[config.mk]
export PLATFORM = sky130hd
export DESIGN_NAME = rpspmcReadback
export DESIGN_NICKNAME = d
export VERILOG_FILES = /design/src/verilog/rpspmcPkg.sv /design/src/verilog/biasSummer.sv /design/src/verilog/gvpRamp.sv /design/src/verilog/readbackConfig.sv /design/src/verilog/rpspmcReadback.sv /design/src/verilog/zPlaneSlope.sv
export SDC_FILE = /design/constraint.sdc
export NUM_CORES = 1
export LEC_CHECK = 0
export BUFFER_PORTS_ARGS = -buffer_cell sky130_fd_sc_hd__buf_4
export CORE_UTILIZATION = 41
export CTS_CLUSTER_SIZE = 10
export DETAILED_ROUTE_END_ITERATION = 10
export GPL_TIMING_DRIVEN = 0
export PLACE_DENSITY = 0.6
export SYNTH_ARGS = -nofsm -noshare
export SYNTH_HDL_FRONTEND = slang
export SYNTH_SLANG_ARGS = --single-unit
[constraint.sdc]
create_clock -name aclk -period 13.2 [get_ports aclk]
set_input_delay 1.32 -clock aclk [delete_from_list [all_inputs] [get_ports aclk]]
set_output_delay 1.32 -clock aclk [all_outputs]
set_load 0.02 [all_outputs]
[src/verilog/rpspmcPkg.sv]
`default_nettype none

package rpspmcPkg;

    //////////////////////////////////////////////////
    // Word sizes and constants
    //////////////////////////////////////////////////

    // Width of every monitor and readback word
    localparam int monWidth = 32;

    // Clock frequency reported at the timing test address
    localparam logic signed [monWidth-1:0] clockHz = 32'sd125000000;

    // Clamp limits of a signed word
    localparam logic signed [monWidth-1:0] wordMax = {1'b0, {(monWidth-1){1'b1}}};
    localparam logic signed [monWidth-1:0] wordMin = {1'b1, {(monWidth-1){1'b0}}};

    //////////////////////////////////////////////////
    // Readback addresses
    //////////////////////////////////////////////////

    localparam logic [monWidth-1:0] addrZ           = 32'd100001;
    localparam logic [monWidth-1:0] addrBias        = 32'd100002;
    localparam logic [monWidth-1:0] addrGvpBias     = 32'd100003;
    localparam logic [monWidth-1:0] addrAdc         = 32'd100100;
    localparam logic [monWidth-1:0] addrX           = 32'd100999;
    localparam logic [monWidth-1:0] addrTimingTest  = 32'd101999;
    localparam logic [monWidth-1:0] addrTimingReset = 32'd102000;

    //////////////////////////////////////////////////
    // Shared structs
    //////////////////////////////////////////////////

    // All readback sources, one word each
    typedef struct packed {
        logic signed [monWidth-1:0] zGvp;
        logic signed [monWidth-1:0] zSlope;
        logic signed [monWidth-1:0] biasSum;
        logic signed [monWidth-1:0] biasU0;
        logic signed [monWidth-1:0] biasGvp;
        logic signed [monWidth-1:0] biasMod;
        logic signed [monWidth-1:0] adcCh1;
        logic signed [monWidth-1:0] adcCh2;
        logic signed [monWidth-1:0] xA;
        logic signed [monWidth-1:0] xB;
    } rbMonitor_t;

    // Vector-program settings
    typedef struct packed {
        logic signed [monWidth-1:0] stepBias;
        logic signed [monWidth-1:0] stepZ;
        logic [15:0]                count;
    } gvpCmd_t;

    // Readback result pair
    typedef struct packed {
        logic signed [monWidth-1:0] dataA;
        logic signed [monWidth-1:0] dataB;
    } readbackPair_t;

    // Clamp a two-bit-wider sum back into the word range
    function automatic logic signed [monWidth-1:0] satClamp(
        input logic signed [monWidth+1:0] wide
    );
        logic signed [monWidth-1:0] result;
        if (wide > wordMax)
            result = wordMax;
        else if (wide < wordMin)
            result = wordMin;
        else
            result = wide[monWidth-1:0];
        return result;
    endfunction

endpackage

`default_nettype wire

[src/verilog/biasSummer.sv]
`default_nettype none

module biasSummer
    import rpspmcPkg::*;
(
    input  logic                       aclk,
    input  logic                       rstN,
    // Bias set value from the host
    input  logic signed [monWidth-1:0] biasU0,
    // Offset from the vector program
    input  logic signed [monWidth-1:0] biasGvp,
    // Modifier input, lock-in and aux
    input  logic signed [monWidth-1:0] biasMod,
    output logic signed [monWidth-1:0] biasSum
);

    //////////////////////////////////////////////////
    // Wide adder
    //////////////////////////////////////////////////

    // Two guard bits cover any sum of three words
    logic signed [monWidth+1:0] wideSum;
    logic signed [monWidth-1:0] clampedSum;

    always_comb
    begin
        // Operands sign extend in the wide context
        wideSum = biasU0 + biasGvp + biasMod;
        // Pin to the rail on overflow
        clampedSum = satClamp(wideSum);
    end

    //////////////////////////////////////////////////
    // Output register
    //////////////////////////////////////////////////

    // One cycle from inputs to sum
    always_ff @(posedge aclk)
    begin
        if (!rstN)
        begin
            biasSum <= '0;
        end
        else
        begin
            biasSum <= clampedSum;
        end
    end

endmodule

`default_nettype wire

[src/verilog/gvpRamp.sv]
`default_nettype none

module gvpRamp
    import rpspmcPkg::*;
(
    input  logic                       aclk,
    input  logic                       rstN,
    // Single-cycle start request
    input  logic                       gvpStart,
    input  gvpCmd_t                    gvpCmd,
    output logic                       gvpBusy,
    output logic signed [monWidth-1:0] biasGvp,
    output logic signed [monWidth-1:0] zGvp
);

    //////////////////////////////////////////////////
    // Latched command and step counter
    //////////////////////////////////////////////////

    logic signed [monWidth-1:0] stepBiasQ;
    logic signed [monWidth-1:0] stepZQ;
    // Steps still to go in this run
    logic [15:0]                stepsLeft;

    // Wide next accumulator values before the clamp
    logic signed [monWidth+1:0] biasWide;
    logic signed [monWidth+1:0] zWide;

    always_comb
    begin
        biasWide = biasGvp + stepBiasQ;
        zWide    = zGvp + stepZQ;
    end

    // Step sizes captured on an accepted start
    always_ff @(posedge aclk)
    begin
        if (gvpStart && !gvpBusy)
        begin
            stepBiasQ <= gvpCmd.stepBias;
            stepZQ    <= gvpCmd.stepZ;
        end
    end

    //////////////////////////////////////////////////
    // Run control and accumulators
    //////////////////////////////////////////////////

    always_ff @(posedge aclk)
    begin
        if (!rstN)
        begin
            gvpBusy   <= 1'b0;
            stepsLeft <= '0;
            biasGvp   <= '0;
            zGvp      <= '0;
        end
        else if (!gvpBusy)
        begin
            // Idle state accepts a start and a zero count never goes busy
            if (gvpStart)
            begin
                stepsLeft <= gvpCmd.count;
                gvpBusy   <= (gvpCmd.count != 16'd0);
            end
        end
        else
        begin
            // One step per busy cycle and any start is ignored
            biasGvp   <= satClamp(biasWide);
            zGvp      <= satClamp(zWide);
            stepsLeft <= stepsLeft - 16'd1;
            // Last step drops busy
            if (stepsLeft == 16'd1)
                gvpBusy <= 1'b0;
        end
    end

endmodule

`default_nettype wire

[src/verilog/readbackConfig.sv]
`default_nettype none

module readbackConfig
    import rpspmcPkg::*;
(
    input  logic                aclk,
    input  logic                rstN,
    // Host selected readback address
    input  logic [monWidth-1:0] configAddr,
    input  rbMonitor_t          monitor,
    output readbackPair_t       readback
);

    //////////////////////////////////////////////////
    // Address decode and pair register
    //////////////////////////////////////////////////

    always_ff @(posedge aclk)
    begin
        if (!rstN)
        begin
            readback <= '0;
        end
        else
        begin
            case (configAddr)
                // Z program position and plane slope
                addrZ:
                begin
                    readback.dataA <= monitor.zGvp;
                    readback.dataB <= monitor.zSlope;
                end
                // Total bias and its set value
                addrBias:
                begin
                    readback.dataA <= monitor.biasSum;
                    readback.dataB <= monitor.biasU0;
                end
                // Program offset and modifier
                addrGvpBias:
                begin
                    readback.dataA <= monitor.biasGvp;
                    readback.dataB <= monitor.biasMod;
                end
                // External converter channels
                addrAdc:
                begin
                    readback.dataA <= monitor.adcCh1;
                    readback.dataB <= monitor.adcCh2;
                end
                // Auxiliary words
                addrX:
                begin
                    readback.dataA <= monitor.xA;
                    readback.dataB <= monitor.xB;
                end
                // Clear both words
                addrTimingReset:
                begin
                    readback <= '0;
                end
                // Clock constant, previous A into B
                addrTimingTest:
                begin
                    readback.dataA <= clockHz;
                    readback.dataB <= readback.dataA;
                end
                // Free-running counter, B leads new A by 12
                default:
                begin
                    readback.dataA <= readback.dataA + 32'sd1;
                    readback.dataB <= readback.dataA + 32'sd13;
                end
            endcase
        end
    end

endmodule

`default_nettype wire

[src/verilog/rpspmcReadback.sv]
`default_nettype none

module rpspmcReadback
    import rpspmcPkg::*;
(
    input  logic                       aclk,
    input  logic                       rstN,
    input  logic [monWidth-1:0]        configAddr,
    input  logic signed [monWidth-1:0] biasU0,
    input  logic signed [monWidth-1:0] biasMod,
    input  logic signed [monWidth-1:0] adcCh1,
    input  logic signed [monWidth-1:0] adcCh2,
    input  logic signed [monWidth-1:0] xA,
    input  logic signed [monWidth-1:0] xB,
    input  logic                       gvpStart,
    input  gvpCmd_t                    gvpCmd,
    input  logic                       sampleStrobe,
    input  logic signed [monWidth-1:0] slopeStep,
    output logic                       gvpBusy,
    output readbackPair_t              readback
);

    //////////////////////////////////////////////////
    // Internal monitor values
    //////////////////////////////////////////////////

    logic signed [monWidth-1:0] biasGvp;
    logic signed [monWidth-1:0] zGvp;
    logic signed [monWidth-1:0] zSlope;
    logic signed [monWidth-1:0] biasSum;
    rbMonitor_t                 monitor;

    // Vector program drives both offsets
    gvpRamp gvpRamp0 (
        .aclk     (aclk),
        .rstN     (rstN),
        .gvpStart (gvpStart),
        .gvpCmd   (gvpCmd),
        .gvpBusy  (gvpBusy),
        .biasGvp  (biasGvp),
        .zGvp     (zGvp)
    );

    // Tilt correction
    zPlaneSlope zPlaneSlope0 (
        .aclk         (aclk),
        .rstN         (rstN),
        .sampleStrobe (sampleStrobe),
        .slopeStep    (slopeStep),
        .zSlope       (zSlope)
    );

    // Total bias, one cycle behind its inputs
    biasSummer biasSummer0 (
        .aclk    (aclk),
        .rstN    (rstN),
        .biasU0  (biasU0),
        .biasGvp (biasGvp),
        .biasMod (biasMod),
        .biasSum (biasSum)
    );

    // Gather every source for the readback mux
    assign monitor = '{
        zGvp:    zGvp,
        zSlope:  zSlope,
        biasSum: biasSum,
        biasU0:  biasU0,
        biasGvp: biasGvp,
        biasMod: biasMod,
        adcCh1:  adcCh1,
        adcCh2:  adcCh2,
        xA:      xA,
        xB:      xB
    };

    // Address decoded readback pair
    readbackConfig readbackConfig0 (
        .aclk       (aclk),
        .rstN       (rstN),
        .configAddr (configAddr),
        .monitor    (monitor),
        .readback   (readback)
    );

endmodule

`default_nettype wire

[src/verilog/zPlaneSlope.sv]
`default_nettype none

module zPlaneSlope
    import rpspmcPkg::*;
(
    input  logic                       aclk,
    input  logic                       rstN,
    // One pulse per scan sample
    input  logic                       sampleStrobe,
    // Tilt increment per sample
    input  logic signed [monWidth-1:0] slopeStep,
    output logic signed [monWidth-1:0] zSlope
);

    //////////////////////////////////////////////////
    // Slope accumulator
    //////////////////////////////////////////////////

    // Wide next value before the clamp
    logic signed [monWidth+1:0] zSlopeWide;

    always_comb
    begin
        zSlopeWide = zSlope + slopeStep;
    end

    // Correction holds between strobes
    always_ff @(posedge aclk)
    begin
        if (!rstN)
        begin
            zSlope <= '0;
        end
        else if (sampleStrobe)
        begin
            // Saturate so a long scan cannot wrap the tilt
            zSlope <= satClamp(zSlopeWide);
        end
    end

endmodule

`default_nettype wire
# After elaboration in Yosys (flattened, before gate mapping)

Index checks and enable logic that the tools add are counted.

Add/sub/neg operators: 8
Order comparisons: 8
Eq/ne operators: 8
Muxes and demuxes: 14
Bitwise operators: 1
Reduce and logical (&&, ||, !) cells: 5

Operator list:

| cell                                                            | number |
|---|---|
| one-hot mux 64 bit (7 select lines)                             | 1 |
| == test 32 x 17 -> 1 bit, second input constant                 | 7 |
| two-way mux 32 bit                                              | 7 |
| greater-than comparator 34 x 32 -> 1 bit, second input constant | 4 |
| less-than comparator 34 x 32 -> 1 bit, second input constant    | 4 |
| adder 32 x 32 -> 33 bit                                         | 4 |
| adder 33 x 32 -> 34 bit                                         | 1 |
| adder 32 x 2 -> 32 bit, second input constant                   | 1 |
| adder 32 x 5 -> 32 bit, second input constant                   | 1 |
| two-way mux 16 bit                                              | 2 |
| two-way mux 31 bit                                              | 1 |
| == test 16 x 1 -> 1 bit, second input constant                  | 1 |
| nonzero test 16 bit                                             | 1 |
| subtractor 16 x 1 -> 16 bit, second input constant              | 1 |
| two-way mux 1 bit                                               | 3 |
| nonzero test 2 bit                                              | 1 |
| OR reduction 2 bit                                              | 1 |
| logical AND 1 bit                                               | 1 |
| logical NOT 1 bit                                               | 1 |
| inverter 1 bit                                                  | 1 |

Bits in registers: 273
Bits of input ports: 340
Output and inout bits: 65
Word-level logic and storage cells: 55

# Logic depth before layout (Yosys ltp)

Gate-level depths: netlist (run 1).

Word-level depth: 5
Depth in mapped cells: 17
Gate-level depth less buffers: 16

# Modules after synthesis

A second synthesis (run 1) with hierarchy kept.

Cells, all modules: 2,506
Area, all modules: 21,665.8 sq um

Modules (own cells, without submodules):

| module         | instances | cells each | area each (sq um) | sequential area each (sq um) |
|---|---|---|---|---|
| gvpRamp        | 1         | 951        | 8,839.7           | 3,543.4 |
| readbackConfig | 1         | 787        | 6,059.6           | 1,281.2 |
| biasSummer     | 1         | 358        | 3,525.9           | 640.6 |
| zPlaneSlope    | 1         | 410        | 3,240.6           | 640.6 |

# Worst setup path after synthesis (run 1)

No wires, ideal clock.

Path kind: input to register
Start point: in gvpStart
End point: reg gvpRamp0.stepBiasQ[0] (enable)
Setup time: 0.495 ns
Arrival time: 4.556 ns
Data required time: 12.705 ns
Slack: 8.149 ns
Cell stages on the path: 2
Buffers on the path: 1
Cell sequence: clkbuf_1 -> nor2b_1

Word-level cells in the longest chain between the ends: 1

Ends and longest elaborated chain:

| item                 | RTL line             | RTL |
|---|---|---|
| from (decl)          | rpspmcReadback.sv:15 | `input logic gvpStart,` |
| logical AND 1 bit    | gvpRamp.sv:38        | `if (gvpStart && !gvpBusy)` |
| to (signal assigned) | gvpRamp.sv:40        | `stepBiasQ <= gvpCmd.stepBias;` |
| to (decl)            | gvpRamp.sv:20        | `logic signed [monWidth-1:0] stepBiasQ;` |

No other way between the ends.
A chain may end at the register's enable or synchronous reset.

# Final worst setup path (run 1)

Start point: in biasU0[1]
End point: reg biasSummer0.biasSum[2]

Word-level cells in the longest chain between the ends: 5
Elaborated cells between the ends (all ways): 6
Those cells by class: add/sub: 2; order compare: 2; mux: 2

Ends and longest elaborated chain:

| item                                  | RTL line            | RTL |
|---|---|---|
| from (decl)                           | rpspmcReadback.sv:9 | `input logic signed [monWidth-1:0] biasU0,` |
| adder 32 x 32 -> 33 bit (*)           | biasSummer.sv:28    | `wideSum = biasU0 + biasGvp + biasMod;` |
| adder 33 x 32 -> 34 bit (*)           | biasSummer.sv:28    |  |
| less-than comparator 34 x 32 -> 1 bit | rpspmcPkg.sv:69     | `else if (wide < wordMin)` |
| two-way mux 32 bit                    | rpspmcPkg.sv:69     |  |
| two-way mux 31 bit (*)                | rpspmcPkg.sv:67     | `if (wide > wordMax)` |
| to (signal assigned)                  | biasSummer.sv:46    | `biasSum <= clampedSum;` |
| to (decl)                             | biasSummer.sv:14    | `output logic signed [monWidth-1:0] biasSum` |

Mark *: on every way between the ends. The rest lies on a longest branch, timed or not.

==> results, run 1 <==
- In this run the count of I/O pins placed on the die edge is 405.
- The clock tree synthesis step divided the H-tree into 2 levels.
- The worst endpoint required time is 13.60 ns.
- Timing would allow up to 182 MHz.
- The worst max-slew margin expressed relative to the limit is 0.217.
- The startpoint identified for the worst register-to-register timing path is gvpRamp0.biasGvp[1]$_SDFFE_PN0P_.
- In this run the worst setup path begins at biasU0[1].
- The clock tree from TritonCTS is yes.
- The critical path is of the input pin to flip-flop type.
- The reg2reg setup slack is 8.05 ns.
- The number of clock buffers inserted by TritonCTS is 36.
- At the pin with the least slew margin, the transition time is 1.16 ns.
- The number of distinct standard cells referenced by the synthesized netlist is 86.
- In this run the worst path has a maximum fanout of 4.
- The clock latency on the worst-skew pair is 0.56 ns.
- The mean cell area of the mapped netlist is 8.49 um2.
- Setup repair after global routing left no endpoint under its margin.
- The number of nets in the synthesized netlist is 2906.
- The via density per instance is 6.11.
- After routing, the total negative slack on setup checks comes to 0 ns.
- For this design, the slowest cell found on the critical path is sky130_fd_sc_hd__o21ai_0.
- In this run the worst setup path terminates at biasSummer0.biasSum[2]$_SDFF_PN0_.
- The critical path startpoint category is an input pin.
- The number of global-route vias before repair was 20200.
- For this run, the slowest stage of the critical path takes 0.93 ns.
- Once routing completed, OpenROAD measured the worst setup slack at 7.70 ns.
- For the final database, setup skew stands at 0.0224 ns.
- The overall die area is 0.0506 mm2.
- The clock tree root driver cell is sky130_fd_sc_hd__clkbuf_16.
- The wire length of the first global-routing pass is 132000 um.
- The number of hold buffers added after cts is 0.
- After clock tree synthesis, the clock-pin slew on the worst setup and hold paths is 0.06 ns.
- The floorplan die height is 225 um.
- The share of flip-flops with an asynchronous set or reset after synthesis is 0.
- The clock passes through at most 3 buffers.
- Final hold analysis gives a worst-case slack of 0.518 ns.
- VDD sags by at most 0.0923 mV.
- After detailed routing, the number of remaining DRC violations is 0.
- At the end of the flow the core is filled with cells to 0.518.
- The placer congestion estimate is 0.978.
- The clock net in this run drives a total of 273 sinks.
- The proportion of synthesized chip area in sequential cells is 0.300.
- The ratio of total power to cell area is 134 mW/mm2.
- After clock tree synthesis, the setup repair step added 0 buffers.
- The minimum clock period is 5.50 ns.
- The path class of the tightest hold or removal check is flip-flop to flip-flop.
- After synthesis the netlist holds a flip-flop and latch count of 273.
- The number of standard cells after synthesis is 2399.
- Dividing the detail-routed wire length by the instance count gives 25.9 um.
- The overall die width is 225 um.
- The pin count of the biggest net entering global routing is 37.
- For this configuration, the core starts out at a cell density of 0.416.
- The count of final hold-check violations is 0.
- The count of flip-flops with a built-in enable after synthesis is 64.
- The finished layout holds 3530 standard cells, fillers aside.
- Detailed placement finished with a half-perimeter wire length of 74900 um.
- Summed over all cells, the static leakage comes to 10.4 nW.
- In this run, the number of DRC markers left after iteration 0 of detailed routing was 2190.
- In the synthesized netlist the dominant register cell turns out to be sky130_fd_sc_hd__dfxtp_1.
- The run finished with clean final reports.
- Wires add up to 91600 um.
- The share of the clock period used by the worst path is 0.417.
- In the global route stage, overall resource usage came out at 0.352.
- The first detailed-routing pass ran for 6 iterations.
- The number of setup violations in the final report is 0.
- The final route contains 21600 vias.
- In this run the remaining antenna-violating nets after routing total 0.
- Across the run, the number of max-cap violations was 0.
- The initial antenna violation count is 2.
- The area growth from synthesis to layout is 24.5%.
- Data on the critical path arrives at its endpoint at 5.90 ns.
- In the final design database the tool counted 3349 nets.
- The aggregate global routing overflow is 0.
- The layout cell share with drive strength beyond 1 is 0.196.
- The count of pins over their slew limit is 0.
- Input and output buffers added on the ports amount to 403.
- In this run the cell area of the synthesized design comes to 0.0204 mm2.
- The area of the core is 0.0490 mm2.
- The number of placed cells counting well taps is 3468.
- Walking the worst path, the cells encountered are buf_4 > inv_1 > fa_1 > inv_1 > ha_1 > inv_1 > fa_1 > nor2b_1 > o31ai_1 > a21oi_1 > a21oi_2 > a2111oi_2 > o21ai_0 > a21oi_1 > xor2_1 > o21ai_0 > a21oi_1.
- The number of instances resized during post-cts repair is 0.
- The nature of the critical path endpoint is a flip-flop.
- The row count is 81.
- The total number of yosys warnings is 0.
- Before CTS, the worst setup slack after placement is 7.31 ns.
- The worst register-to-register path ends at biasSummer0.biasSum[2]$_SDFF_PN0_.
- The depth of the worst register-to-register path is 16.
layer usage:
metal | part of all wire | vias to the layer above | global-route usage
met4 | 0.034 | 0 | 0.115
li1 | - | 9926 | -
met1 | 0.44 | 10500 | 0.476
met5 | 0 | - | 0
met3 | 0.070 | 144 | 0.0494
met2 | 0.46 | 1001 | 0.576
metrics by stage:
step / instance area, um2 / power [mW]
2_1_floorplan: 20400 / 1.97
3_3_place_gp: 24200 / 2.41
3_5_place_dp: 24300 / 2.43
4_1_cts: 25400 / 3.38
5_1_grt: 25400 / 3.57
6_report: 25400 / 3.40
how the worst min path moves through the flow:
stage                     depth (start not counted)                                from                                 end
final                                             1  gvpRamp0.stepsLeft[0]$_SDFFE_PN0P_  gvpRamp0.stepsLeft[0]$_SDFFE_PN0P_
after global routing                              1  gvpRamp0.stepsLeft[0]$_SDFFE_PN0P_  gvpRamp0.stepsLeft[0]$_SDFFE_PN0P_
after CTS                                         1  gvpRamp0.stepsLeft[0]$_SDFFE_PN0P_  gvpRamp0.stepsLeft[0]$_SDFFE_PN0P_
after detailed placement                          1  gvpRamp0.stepsLeft[0]$_SDFFE_PN0P_  gvpRamp0.stepsLeft[0]$_SDFFE_PN0P_
after global placement                            1  gvpRamp0.stepsLeft[0]$_SDFFE_PN0P_  gvpRamp0.stepsLeft[0]$_SDFFE_PN0P_
after floorplan                                   1  gvpRamp0.stepsLeft[0]$_SDFFE_PN0P_  gvpRamp0.stepsLeft[0]$_SDFFE_PN0P_
cell usage after synthesis, drive strengths merged (5+ instances only):
cell	number	share of area
a21oi	273	0.068
o21ai	221	0.055
dfxtp	209	0.21
nor2	178	0.033
nand2	162	0.030
ha	131	0.080
clkbuf	128	0.024
xnor2	87	0.038
a22oi	68	0.025
edfxtp	64	0.094
mux2	64	0.036
xor2	60	0.026
a221oi	59	0.025
a21o	56	0.021
inv	54	0.010
a211oi	45	0.017
nor3	42	0.011
a31oi	40	0.013
maj3	40	0.020
nand3	38	0.0093
fa	36	0.035
nand4	33	0.010
nor2b	32	0.0098
o21a	25	0.0092
and3	24	0.0074
nand2b	19	0.0058
nor4	18	0.0055
or3	17	0.0052
o211ai	15	0.0060
a211o	14	0.0060
buf	13	0.0044
o21bai	13	0.0048
nand3b	11	0.0041
and2	9	0.0028
or2	8	0.0025
o31ai	6	0.0022
a221o	5	0.0025
a311oi	5	0.0030
a31o	5	0.0022
o211a	5	0.0025
area by class of cell:
cell class / count / area, um2
repair buffers: 405 / 3060
plain buffers: 141 / 571
clock inverters: 10 / 88.8
diodes: 1 / 2.50
inverters: 54 / 203
fillers: 4825 / 23600
multi-input cells: 1931 / 13500
well taps: 664 / 831
flip-flops and latches: 273 / 6110
clock buffers: 51 / 1010
critical path: cells and delay by family:
family | cells | cell delay (ns)
compound gates | 8 | 2.85
fa+ha+maj | 3 | 1.06
buf+inv | 4 | 0.34
simple gates | 1 | 0.17
xor+xnor | 1 | 0.15
state kept, by name, indices dropped and copies added (netlist names):
name                      flops
gvpRamp0.gvpBusy              1
gvpRamp0.biasGvp             32
zPlaneSlope0.zSlope          32
gvpRamp0.stepBiasQ           32
gvpRamp0.stepsLeft           16
readbackConfig0.readback     64
gvpRamp0.stepZQ              32
biasSummer0.biasSum          32
gvpRamp0.zGvp                32
report_power, final:
group          internal (mW)  switching (mW)
combinational          0.566           0.803
clock                  0.550           0.403
sequential             0.974           0.103
kinds of logic after synthesis:
| logic type | Yosys count | synth area share |
|---|---|---|
| flops | 273 | 0.300 |
| simple gates | 609 | 0.143 |
| compound gates | 901 | 0.282 |
| mux | 67 | 0.0371 |
| xor+xnor | 147 | 0.0636 |
| fa+ha+maj | 207 | 0.136 |
| buf+inv | 195 | 0.0380 |
layout by cell type (no fill, tap or decap), types with 54 or more instances in the layout:
cell type | netlist | final
sky130_fd_sc_hd__inv_1 | 54 | 54
sky130_fd_sc_hd__ha_1 | 131 | 131
sky130_fd_sc_hd__clkbuf_1 | 128 | 138
sky130_fd_sc_hd__edfxtp_1 | 64 | 64
sky130_fd_sc_hd__dfxtp_1 | 209 | 209
sky130_fd_sc_hd__buf_4 | 0 | 403
sky130_fd_sc_hd__nand2_1 | 161 | 161
sky130_fd_sc_hd__a21o_1 | 56 | 56
sky130_fd_sc_hd__nor2_1 | 178 | 178
sky130_fd_sc_hd__o21ai_0 | 213 | 213
sky130_fd_sc_hd__xor2_1 | 60 | 60
sky130_fd_sc_hd__a21oi_1 | 270 | 270
sky130_fd_sc_hd__a221oi_1 | 59 | 59
sky130_fd_sc_hd__mux2_2 | 63 | 63
sky130_fd_sc_hd__xnor2_1 | 86 | 86
sky130_fd_sc_hd__a22oi_1 | 68 | 68
Power figures use the tool's default switching activity.
==> inputs of run 2 (changes only) <==
--- a/config.mk
+++ b/config.mk
@@ -10,7 +10,7 @@
 export CTS_CLUSTER_SIZE = 10
 export DETAILED_ROUTE_END_ITERATION = 10
 export GPL_TIMING_DRIVEN = 0
-export PLACE_DENSITY = 0.6
+export PLACE_DENSITY = 0.63
 export SYNTH_ARGS = -nofsm -noshare
 export SYNTH_HDL_FRONTEND = slang
 export SYNTH_SLANG_ARGS = --single-unit
==> constraint.sdc (replaced) <==
create_clock -name aclk -period 4.52 [get_ports aclk]
set_input_delay 0.452 -clock aclk [delete_from_list [all_inputs] [get_ports aclk]]
set_output_delay 0.452 -clock aclk [all_outputs]
set_load 0.02 [all_outputs]
==> run 2 against run 1 <==
Against the previous run: die area is the same; sequential share of layout area hardly changed; first-iteration DRC count is 6.1% lower; worst hold slack got worse by 0.45 ns; utilization is 0.10 points higher; critical path depth unchanged; register-to-register slack got worse by 7.8 ns; final cell count about the same; worst setup slack got worse by 7.4 ns; clock power grew to 2.9 times the previous value; via count up 0.43%; total power grew to 2.9 times the previous value; critical path type is now flip-flop to flip-flop; critical endpoint is now biasSummer0.biasSum[18]$_SDFF_PN0_; largest cell class unchanged; largest power group unchanged; highest routed layer is now met5.
==> results, run 2 (synthesis results as in run 1) <==
- The clock tree root driver cell was sky130_fd_sc_hd__clkbuf_16 (unchanged).
- The iteration-0 DRC count of the detailed router was 2057 (was 2190).
- The layout cell share with drive strength beyond 1 is 0.199 (was 0.196).
- The row count is 81 (unchanged).
- Based on the critical path, the design can be clocked at up to 234 MHz.
- The clock transition at the register clock pins on the worst setup and hold paths after CTS is 0.06 ns (about the same).
- The number of remaining DRC errors is 0 (unchanged).
- The buffer levels on the longest clock path is 3 (unchanged).
- The count of final hold-check violations was 0 (unchanged).
- The vias after detailed routing is 21600 (about the same).
- The worst-case clock skew is 0.0225 ns (was 0.0224 ns).
- The via density per instance was 6.13 (was 6.11).
- The class of the most critical setup path is flip-flop to flip-flop (was input pin to flip-flop).
- The clock tree from TritonCTS was yes (unchanged).
- The total global routing track utilization is 0.350 (was 0.352).
- The peak ir drop on the vdd network is 0.337 mV (was 0.0923 mV).
- The number of hold buffers added after cts came to 0 (unchanged).
- The area of the core was 0.0490 mm2 (unchanged).
- The placer congestion estimate is 0.982 (was 0.978).
- The data arrival time of the worst path is 4.68 ns (was 5.90 ns).
- The most frequent standard cell in the layout excluding fill and tap cells is sky130_fd_sc_hd__buf_4 (unchanged).
- The number of iterations in the first detailed-routing pass was 9 (was 6).
- The pin count of the biggest net entering global routing is 38 (was 37).
- The clock latency on the worst-skew pair was 0.56 ns (about the same).
- The worst endpoint required time is 4.93 ns (was 13.60 ns).
- The ratio of total power to cell area came to 391 mW/mm2 (was 134 mW/mm2).
- The initial antenna violation count came to 3 (was 2).
- The critical path startpoint category is a flip-flop (was input pin).
- The remaining number of nets flagged by the antenna check after routing came to 0 (unchanged).
- The minimum clock period is 4.27 ns.
- The number of setup violations in the final report is 0 (unchanged).
- Unrepaired setup endpoints after global routing: false (unchanged).
- The path type of the worst min-delay path is input pin to flip-flop (was flip-flop to flip-flop).
- The worst setup timing slack at the placement stage is -0.401 ns (was 7.31 ns).
- The max-cap violation count is 0 (unchanged).
- The count of boundary I/O pins is 405 (unchanged).
- The number of clock buffers inserted by TritonCTS is 36 (unchanged).
- Commonest cells after routing, fill and taps aside: 405 x sky130_fd_sc_hd__buf_4, 268 x sky130_fd_sc_hd__a21oi_1, 211 x sky130_fd_sc_hd__o21ai_0 (was 403 x sky130_fd_sc_hd__buf_4, 270 x sky130_fd_sc_hd__a21oi_1, 213 x sky130_fd_sc_hd__o21ai_0).
- The number of global-route vias before repair is 20300 (was 20200).
- The register name with the most flops is readbackConfig0.readback (unchanged).
- The aggregate global routing overflow came to 0 (unchanged).
- The flip-flop count of the largest register, all copies and words added came to 64 (unchanged).
- The total design power is 9.93 mW (was 3.40 mW).
- The wire length of the first global-routing pass is 131000 um (was 132000 um).
- The final instance count without filler cells is 3532 (was 3530).
- The routed wirelength normalized by instance count came to 25.9 um (about the same).
- The number of placed cells counting well taps is 3468 (unchanged).
- The worst setup slack after layout is 0.249 ns (was 7.70 ns).
- The effective utilization at floorplan is 0.416 (unchanged).
- The overall die width was 225 um (unchanged).
- The number of input and output port buffers inserted is 403 (unchanged).
- The count of pins over their slew limit is 0 (unchanged).
- The floorplan die height is 225 um (unchanged).
- The peak fanout along the critical path was 10 (was 4).
- The overall die area is 0.0506 mm2 (unchanged).
- The worst max-slew margin expressed relative to the limit came to 0.116 (was 0.217).
- Status: finished, final reports clean (unchanged).
- The share of the clock period used by the worst path is 0.945.
- The clock sink count is 273 (unchanged).
- The cell leakage power is 10.4 nW (about the same).
- The nature of the critical path endpoint is a flip-flop (unchanged).
- The number of nets in the final layout came to 3350 (was 3349).
- The number of H-tree levels came to 2 (unchanged).
- The slew at the pin closest to its max-slew limit is 1.33 ns (was 1.16 ns).
- The wire length reported by the detailed router is 91600 um (about the same).
- The placed wire-length estimate after detailed placement is 75000 um (was 74900 um).
- The area growth from synthesis to layout is 24.8% (was 24.5%).
-- run 2: cell types whose count changed in the layout (fill, tap and decap cells not counted), sizes merged --
| cell | change |
|---|---|
| buf | +1 |
| clkinv | -3 |
| clkbuf | +5 |
| bufinv | -1 |
-- run 2: cell type report --
class | count | area (um2)
fillers | 4832 | 23500
multi-input cells | 1931 | 13500
flip-flops and latches | 273 | 6110
repair buffers | 406 | 3060
clock buffers | 56 | 1050
well taps | 664 | 831
plain buffers | 141 | 578
inverters | 54 | 203
clock inverters | 6 | 43.8
diodes | 1 | 2.50
-- run 2: path summary, 6_finish.rpt --
check                                           from                            endpoint  slack (ns)  depth (start not counted)
setup / recovery    gvpRamp0.biasGvp[1]$_SDFFE_PN0P_  biasSummer0.biasSum[18]$_SDFF_PN0_        0.25                         17
hold / removal                            gvpCmd[29]       gvpRamp0.stepZQ[13]$_DFFE_PP_        0.06                          1
setup reg to reg    gvpRamp0.biasGvp[1]$_SDFFE_PN0P_  biasSummer0.biasSum[18]$_SDFF_PN0_        0.25                         17
hold reg to reg   gvpRamp0.stepsLeft[0]$_SDFFE_PN0P_  gvpRamp0.stepsLeft[0]$_SDFFE_PN0P_        0.53                          1
-- run 2: per-stage QoR --
| stage | hold WS (ns) | util | TNS [ns] | instance area, um2 |
|---|---|---|---|---|
| after global placement | 0.495 | 0.495 | -79.70 | 24200 |
| after floorplan | 0.465 | - | 0 | 20400 |
| after detailed placement | 0.510 | 0.496 | -8.98 | 24300 |
| after global routing | 0.0449 | 0.519 | 0 | 25400 |
| after CTS | 0.0400 | 0.518 | 0 | 25400 |
| final | 0.0643 | 0.519 | 0 | 25400 |
-- run 2: critical path, cell delays in order (launching register included) --
cell and delay [ns]:
sky130_fd_sc_hd__dfxtp_2 0.39, sky130_fd_sc_hd__inv_1 0.12, sky130_fd_sc_hd__fa_1 0.44, sky130_fd_sc_hd__inv_1 0.07, sky130_fd_sc_hd__ha_1 0.21, sky130_fd_sc_hd__inv_1 0.07
sky130_fd_sc_hd__fa_1 0.41, sky130_fd_sc_hd__nor2b_1 0.19, sky130_fd_sc_hd__o31ai_2 0.12, sky130_fd_sc_hd__a21oi_2 0.27, sky130_fd_sc_hd__a21oi_2 0.16, sky130_fd_sc_hd__a2111oi_4 0.39
sky130_fd_sc_hd__o21ai_1 0.17, sky130_fd_sc_hd__a21oi_2 0.27, sky130_fd_sc_hd__xor2_1 0.16, sky130_fd_sc_hd__o211ai_4 0.29, sky130_fd_sc_hd__clkbuf_2 0.24, sky130_fd_sc_hd__o21ai_0 0.14
-- run 2: per-layer routing --
layer | GRT usage | up-vias | routed length (um)
li1 | - | 9907 | -
met1 | 0.468 | 10500 | 39200
met2 | 0.569 | 1045 | 42000
met3 | 0.0452 | 171 | 6730
met4 | 0.143 | 2 | 3700
met5 | 0 | - | 13
-- run 2: timing repair --
item,CTS,global route
endpoints found under the hold margin,0,0
setup buffers,0,1
setup endpoints to repair,31,33
pin swaps,1,3
resized for setup,7,12
-- run 2: where the power goes --
| part | internal (mW) | leakage [nW] | total [mW] | switching [mW] |
|---|---|---|---|---|
| combinational | 1.67 | 7.58 | 4.00 | 2.33 |
| sequential | 2.84 | 2.33 | 3.16 | 0.311 |
| clock | 1.59 | 0.532 | 2.77 | 1.17 |
